===== src/logic/lsu_cfg.svh =====
`ifndef LSU_CFG_SVH
`define LSU_CFG_SVH

// byte address width on core and bus
`define LSU_ADDR_W 32

// memory depth in 32-bit words, power of two
`define RAM_WORDS 256

// loads allowed in flight
`define LSU_RD_DEPTH 2

`endif

===== src/logic/axi_lite_pkg.sv =====
package axi_lite_pkg;

  // one bus word, whole or by byte lane
  typedef union packed {
    logic [31:0]      word;
    logic [3:0][7:0]  lanes;
  } bus_word_u;

  typedef enum logic [1:0] {
    OKAY   = 2'b00,
    EXOKAY = 2'b01,
    SLVERR = 2'b10,
    DECERR = 2'b11
  } axi_resp_e;

endpackage


===== src/logic/mem_op_pkg.sv =====
package mem_op_pkg;

  // funct3 encoding of loads
  typedef enum logic [2:0] {
    LD_BS = 3'b000,
    LD_HS = 3'b001,
    LD_W  = 3'b010,
    LD_BU = 3'b100,
    LD_HU = 3'b101
  } ld_func_e;

  // funct3 encoding of stores
  typedef enum logic [2:0] {
    ST_B = 3'b000,
    ST_H = 3'b001,
    ST_W = 3'b010
  } st_func_e;

endpackage


===== src/logic/lsu.sv =====
`include "lsu_cfg.svh"

module lsu (
  input  logic                      clk,
  input  logic                      rstn,
  input  logic                      ld_valid,
  output logic                      ld_ready,
  input  logic [`LSU_ADDR_W-1:0]    ld_addr,
  input  mem_op_pkg::ld_func_e      ld_func,
  output logic                      ld_res_valid,
  input  logic                      ld_res_ready,
  output logic [31:0]               ld_data,
  input  logic                      st_valid,
  output logic                      st_ready,
  input  logic [`LSU_ADDR_W-1:0]    st_addr,
  input  logic [31:0]               st_data,
  input  mem_op_pkg::st_func_e      st_func,
  output logic                      st_done_valid,
  input  logic                      st_done_ready,
  output logic                      ar_valid,
  input  logic                      ar_ready,
  output logic [`LSU_ADDR_W-1:0]    ar_addr,
  input  logic                      r_valid,
  output logic                      r_ready,
  input  logic [31:0]               r_data,
  input  axi_lite_pkg::axi_resp_e   r_resp,
  output logic                      aw_valid,
  input  logic                      aw_ready,
  output logic [`LSU_ADDR_W-1:0]    aw_addr,
  output logic                      w_valid,
  input  logic                      w_ready,
  output logic [31:0]               w_data,
  output logic [3:0]                w_strb,
  input  logic                      b_valid,
  output logic                      b_ready,
  input  axi_lite_pkg::axi_resp_e   b_resp
);
  import mem_op_pkg::*;
  import axi_lite_pkg::*;

  localparam int QD    = `LSU_RD_DEPTH;
  localparam int PTR_W = (QD > 1) ? $clog2(QD) : 1;
  localparam int CNT_W = $clog2(QD + 1);

  ld_func_e               tag_func [QD];
  logic [1:0]             tag_off  [QD];
  logic [PTR_W-1:0]       wr_ptr, rd_ptr;
  logic [CNT_W-1:0]       q_count;
  logic                   q_full, push, pop;
  ld_func_e               head_func;
  logic [1:0]             head_off;
  bus_word_u              rword;
  logic [7:0]             sel_byte;
  logic [15:0]            sel_half;

  logic [1:0]             st_off;
  logic [3:0]             st_mask;
  logic [31:0]            st_wdata;
  logic [3:0]             st_wstrb;
  logic                   st_fire;
  logic                   aw_pend, w_pend;
  logic [`LSU_ADDR_W-1:0] aw_hold;
  logic [31:0]            w_hold_data;
  logic [3:0]             w_hold_strb;

  function automatic logic [PTR_W-1:0] ptr_inc(input logic [PTR_W-1:0] p);
    if (p == PTR_W'(QD - 1)) return '0;
    return p + 1'b1;
  endfunction

  // load request goes straight to ar, held back when no tag slot is free
  assign q_full   = (q_count == CNT_W'(QD));
  assign ar_valid = ld_valid && !q_full;
  assign ar_addr  = ld_addr;
  assign ld_ready = ar_ready && !q_full;
  assign push     = ar_valid && ar_ready;
  assign pop      = r_valid && r_ready;

  always_ff @(posedge clk) begin
    if (rstn) begin
      wr_ptr  <= '0;
      rd_ptr  <= '0;
      q_count <= '0;
    end else begin
      if (push) wr_ptr <= ptr_inc(wr_ptr);
      if (pop) rd_ptr <= ptr_inc(rd_ptr);
      case ({push, pop})
        2'b10:   q_count <= q_count + 1'b1;
        2'b01:   q_count <= q_count - 1'b1;
        default: q_count <= q_count;
      endcase
    end
  end

  always_ff @(posedge clk) begin
    if (push) begin
      tag_func[wr_ptr] <= ld_func;
      tag_off[wr_ptr]  <= ld_addr[1:0];
    end
  end

  assign head_func    = tag_func[rd_ptr];
  assign head_off     = tag_off[rd_ptr];
  assign ld_res_valid = r_valid;
  assign r_ready      = ld_res_ready;

  // lane select by offset, then extend
  always_comb begin
    rword.word = r_data;
    sel_byte   = rword.lanes[head_off];
    sel_half   = head_off[1] ? {rword.lanes[3], rword.lanes[2]}
                             : {rword.lanes[1], rword.lanes[0]};
    case (head_func)
      LD_BS:   ld_data = {{24{sel_byte[7]}}, sel_byte};
      LD_BU:   ld_data = {24'b0, sel_byte};
      LD_HS:   ld_data = {{16{sel_half[15]}}, sel_half};
      LD_HU:   ld_data = {16'b0, sel_half};
      LD_W:    ld_data = rword.word;
      default: ld_data = rword.word;
    endcase
  end

  // store alignment
  assign st_off = st_addr[1:0];

  always_comb begin
    case (st_func)
      ST_B:    st_mask = 4'b0001;
      ST_H:    st_mask = 4'b0011;
      default: st_mask = 4'b1111;
    endcase
  end

  assign st_wdata = st_data << {st_off, 3'b000};
  assign st_wstrb = st_mask << st_off;
  assign st_fire  = st_valid && st_ready;

  always_ff @(posedge clk) begin
    if (rstn) begin
      aw_valid <= 1'b0;
      w_valid  <= 1'b0;
      aw_pend  <= 1'b0;
      w_pend   <= 1'b0;
      st_ready <= 1'b1;
    end else begin
      if (aw_valid && aw_ready) aw_valid <= 1'b0;
      if (w_valid && w_ready) w_valid <= 1'b0;
      if (st_fire) begin
        // busy channel gets staged
        if (aw_valid) aw_pend <= 1'b1;
        else aw_valid <= 1'b1;
        if (w_valid) w_pend <= 1'b1;
        else w_valid <= 1'b1;
        st_ready <= !(aw_valid || w_valid);
      end else begin
        if (aw_pend && !aw_valid) begin
          aw_valid <= 1'b1;
          aw_pend  <= 1'b0;
        end
        if (w_pend && !w_valid) begin
          w_valid <= 1'b1;
          w_pend  <= 1'b0;
        end
        if (!st_ready && (!aw_pend || !aw_valid) && (!w_pend || !w_valid)) begin
          st_ready <= 1'b1;
        end
      end
    end
  end

  always_ff @(posedge clk) begin
    if (st_fire) begin
      if (aw_valid) aw_hold <= st_addr;
      else aw_addr <= st_addr;
      if (w_valid) begin
        w_hold_data <= st_wdata;
        w_hold_strb <= st_wstrb;
      end else begin
        w_data <= st_wdata;
        w_strb <= st_wstrb;
      end
    end else begin
      if (aw_pend && !aw_valid) aw_addr <= aw_hold;
      if (w_pend && !w_valid) begin
        w_data <= w_hold_data;
        w_strb <= w_hold_strb;
      end
    end
  end

  // one completion outstanding at a time
  assign b_ready = !st_done_valid;

  always_ff @(posedge clk) begin
    if (rstn) begin
      st_done_valid <= 1'b0;
    end else if (b_valid && b_ready) begin
      st_done_valid <= 1'b1;
    end else if (st_done_ready) begin
      st_done_valid <= 1'b0;
    end
  end

  a_tag_no_overflow: assert property (@(posedge clk) disable iff (rstn)
    q_count <= CNT_W'(QD));

  a_r_has_tag: assert property (@(posedge clk) disable iff (rstn)
    r_valid |-> (q_count != '0) && (r_resp == OKAY));

  a_b_okay: assert property (@(posedge clk) disable iff (rstn)
    b_valid |-> b_resp == OKAY);

  a_aw_stable: assert property (@(posedge clk) disable iff (rstn)
    aw_valid && !aw_ready |=> aw_valid && $stable(aw_addr));

  a_w_stable: assert property (@(posedge clk) disable iff (rstn)
    w_valid && !w_ready |=> w_valid && $stable(w_data) && $stable(w_strb));

endmodule


===== config.mk =====
export PLATFORM = sky130hd
export DESIGN_NAME = lsu
export DESIGN_NICKNAME = d
export VERILOG_FILES = /design/src/logic/axi_lite_pkg.sv /design/src/logic/mem_op_pkg.sv /design/src/logic/lsu.sv
export VERILOG_INCLUDE_DIRS = /design/src /design/src/logic
export SDC_FILE = /design/constraint.sdc
export NUM_CORES = 1
export LEC_CHECK = 0
export BUFFER_PORTS_ARGS = -buffer_cell sky130_fd_sc_hd__buf_2
export CAP_MARGIN = 20
export CORE_MARGIN = 2
export CORE_UTILIZATION = 38
export DETAILED_ROUTE_END_ITERATION = 16
export GPL_TIMING_DRIVEN = 0
export PLACE_DENSITY = 0.65
export SLEW_MARGIN = 20
export SYNTH_ARGS = -nofsm -noshare
export SYNTH_HDL_FRONTEND = slang
export SYNTH_SLANG_ARGS = --single-unit

===== constraint.sdc =====
create_clock -name clk -period 3.5 [get_ports clk]
set_input_delay 0 -clock clk [delete_from_list [all_inputs] [get_ports clk]]
set_output_delay 0 -clock clk [all_outputs]
set_load 0.05 [all_outputs]

==> impl_metrics.csv <==
group,metric,value,unit
setup_path,cp_top_family,"simple AND/OR/NAND/NOR gates",
cts,cts_root_buffer,"clkbuf_16",
timing,finalCritPeriodShare,79.5,%
setup_path,crit_fanout,10,
power_and_ir_drop,p_total,5.60,mW
power_and_ir_drop,leakage,4.12,nW
timing,tightest_slew,0.889,ns
timing,fmax,0.359,GHz
power_and_ir_drop,vdd.ir_drop.worst,0.335,mV
global_routing,antenna_found_initial,0,
timing,rsz0062_at_grt,"false",
floorplan,io_pins,290,
synth,syn_inst,508,
final_layout,final_common_cell,"buf_2",
synth,netlist.area_leader.share,61.9,%
setup_path,path_cells,"buf_2 -> mux2_2 -> nor3_1 -> a221o_1 -> buf_2",
cts,cts-buffers-inserted,17,
synth,async_flop_share,0,%
synth,ys_seq_elements,157,
floorplan,row_count,49,
cts,cts_max_level,4,
timing,slew_violations,0,
timing,tns,0,ns
final_layout,drive_gt1_share,47.8,%
global_routing,grt_max_degree,33,
run_status,outcome,"completed",
detailed_routing,vias,5325,
place,place_area,0.00874,mm²
detailed_routing,drt-total-wl,18900,µm
final_layout,final_util,54.6,%
place,pre_cts_ws,0.630,ns
cts,worstSkewPairLatency,0.43,ns
global_routing,grt_remaining_overflow,0,
synth,synthTopCellsByArea,"edfxtp_1, mux2_2, buf_4",
synth,synth_nets,658,
final_layout,stdcell_area,0.00992,mm²
synth,ys_seq_area_share,65.0,%
cts,postCtsHoldBufs,56,
final_layout,antenna_cells,0,
setup_path,cp_slowest_stage_delay,0.71,ns
setup_path,end_kind,"primary output",
setup_path,start_kind,"flip-flop",
timing,hold_viol,0,
setup_path,cp_slowest_cell,"nor3_1",
hold_path,hp-class,"in2reg",
timing,relSlewSlack,40.3,%
setup_path,critPathKind,"reg2out",
floorplan,dieArea,0.0198,mm²
cts,clk_pin_slew,0.06,ns
detailed_routing,wl_per_cell,17.5,µm
detailed_routing,ant_nets,0,
final_layout,final_nets,991,
final_layout,fillers,1518,
setup_path,worst_path_most_repeated_cell,"buf_2",
place,io_buffers,255,
timing,setup_slack,0.718,ns
timing,fin_crit,2.78,ns
cts,cts_tree,"yes",
run,max-cap-violations,0,
cts,post_cts_resized,0,
synth,syn_area,0.00709,mm²
final_layout,final_cell_mix,"buf_2, edfxtp_1, mux2_2",
synth,yosys_warnings,0,
global_routing,grt_usage,18.8,%
setup_path,cp_num_buf_inv,2,
detailed_routing,drtPass1Iterations,4,
cts,cts_setup_buffers,0,
power_and_ir_drop,cellPowerDensity,565,mW/mm²
final_layout,area_delta_synth_final,39.9,%
timing,finalSetupViolCount,0,
synth,yosys.area.top_type,"edfxtp_1",
synth,ys.flop_type,"edfxtp_1",
global_routing,grt_pass1_vias,5391,
place,globalplace.congestion,0.922,
detailed_routing,drc,0,
synth,synth_cell_types,38,
timing,skew,0.0124,ns
cts,cts_sinks,157,
floorplan,fp.coreArea,0.0181,mm²
setup_path,cp_data_required_time,3.50,ns
floorplan,die_w,141,µm
floorplan,initial_core_util,39.1,%
detailed_routing,first_iter_violations,200,
cts,cts.path.max_buffers,2,
global_routing,grt_pass1_wl,28700,µm
floorplan,die_height,141,µm
synth,synth.avg_cell_area,14.0,µm²
setup_path,cp.arrival,2.78,ns
place,dpl.hpwl,14000,µm
detailed_routing,vias_per_cell,4.92,
synth,synth_edf_count,146,
==> stage by stage <==
| step | std cells | hold slack, ns |
|---|---|---|
| 2_1_floorplan | 508 | 0.0944 |
| 3_3_place_gp | 992 | 0.185 |
| 3_5_place_dp | 995 | 0.191 |
| 4_1_cts | 1083 | 0.00280 |
| 5_1_grt | 1083 | 0.0266 |
| 6_report | 1083 | 0.0165 |
==> power by group <==
| part | internal, mW | switching (mW) | leakage [nW] |
|---|---|---|---|
| Clock | 1.10 | 0.810 | 0.296 |
| Combinational | 0.417 | 0.981 | 2.36 |
| Sequential | 2.25 | 0.0493 | 1.46 |
==> registers in the layout (all words and copies together), names as in the netlist, 2 cells and up, named ones only <==
| signal | count |
|---|---|
| w_hold_strb | 4 |
| w_data | 32 |
| aw_hold | 32 |
| tag_func | 6 |
| w_hold_data | 32 |
| w_strb | 4 |
| q_count | 2 |
| tag_off | 4 |
| aw_addr | 32 |
==> worst paths after layout <==
| check | from | to | slack [ns] | cells past startpoint |
|---|---|---|---|---|
| setup / recovery | flip-flop | ld_data[4] | 0.72 | 5 |
| hold / removal | st_data[13] | w_hold_data[13]$_DFFE_PP_ | 0.02 | 3 |
| setup reg to reg | st_ready$_SDFFE_PP1P_ | w_data[14]$_DFFE_PP_ | 0.73 | 7 |
| hold reg to reg | q_count[1]$_SDFFE_PP0P_ | q_count[1]$_SDFFE_PP0P_ | 0.51 | 2 |
==> per-layer routing <==
layer	GRT usage, %	part of all wire [%]
met5	0	0
met4	5.84	1.8
met3	4.31	6.1
met1	22.6	41
met2	33.6	51
==> worst register-to-register path, delay by kind of cell, from the launching register on <==
kind | cells | cell delay [ns]
simple gates | 3 | 0.77
buf+inv | 4 | 1.36
flops | 1 | 0.35
==> final cells by class <==
cell class,instances,area [µm²],share of cell area (%)
repair buffers,314,1910,19.3
inverters,7,26.3,0.265
multi-input cells,285,2110,21.3
clock buffers,18,439,4.43
clock inverters,14,176,1.78
plain buffers,59,357,3.60
flip-flops and latches,157,4600,46.4
well taps,229,287,2.89
==> synth_stat cells (6+ instances only) <==
cell / n
a211oi_1: 11
a21oi_1: 22
a221o_1: 14
and2_1: 12
buf_1: 7
buf_2: 6
buf_4: 34
clkbuf_1: 12
dfxtp_1: 11
edfxtp_1: 146
inv_1: 7
mux2_2: 71
mux2i_1: 20
nand2_1: 42
nand3_1: 18
nor2_1: 25
nor2b_1: 9
o21ai_0: 15
==> cells by family after synthesis <==
logic type,count (synthesis),share of synthesized area [%]
DFF,157,65.0
adders and majority gates,1,0.177
AOI/OAI and AO/OA,72,6.90
muxes,93,14.6
xor gates and xnor gates,4,0.494
and+or+nand+nor,115,7.42
buffers and inverters,66,5.40
(Power assumes the default switching activity.)
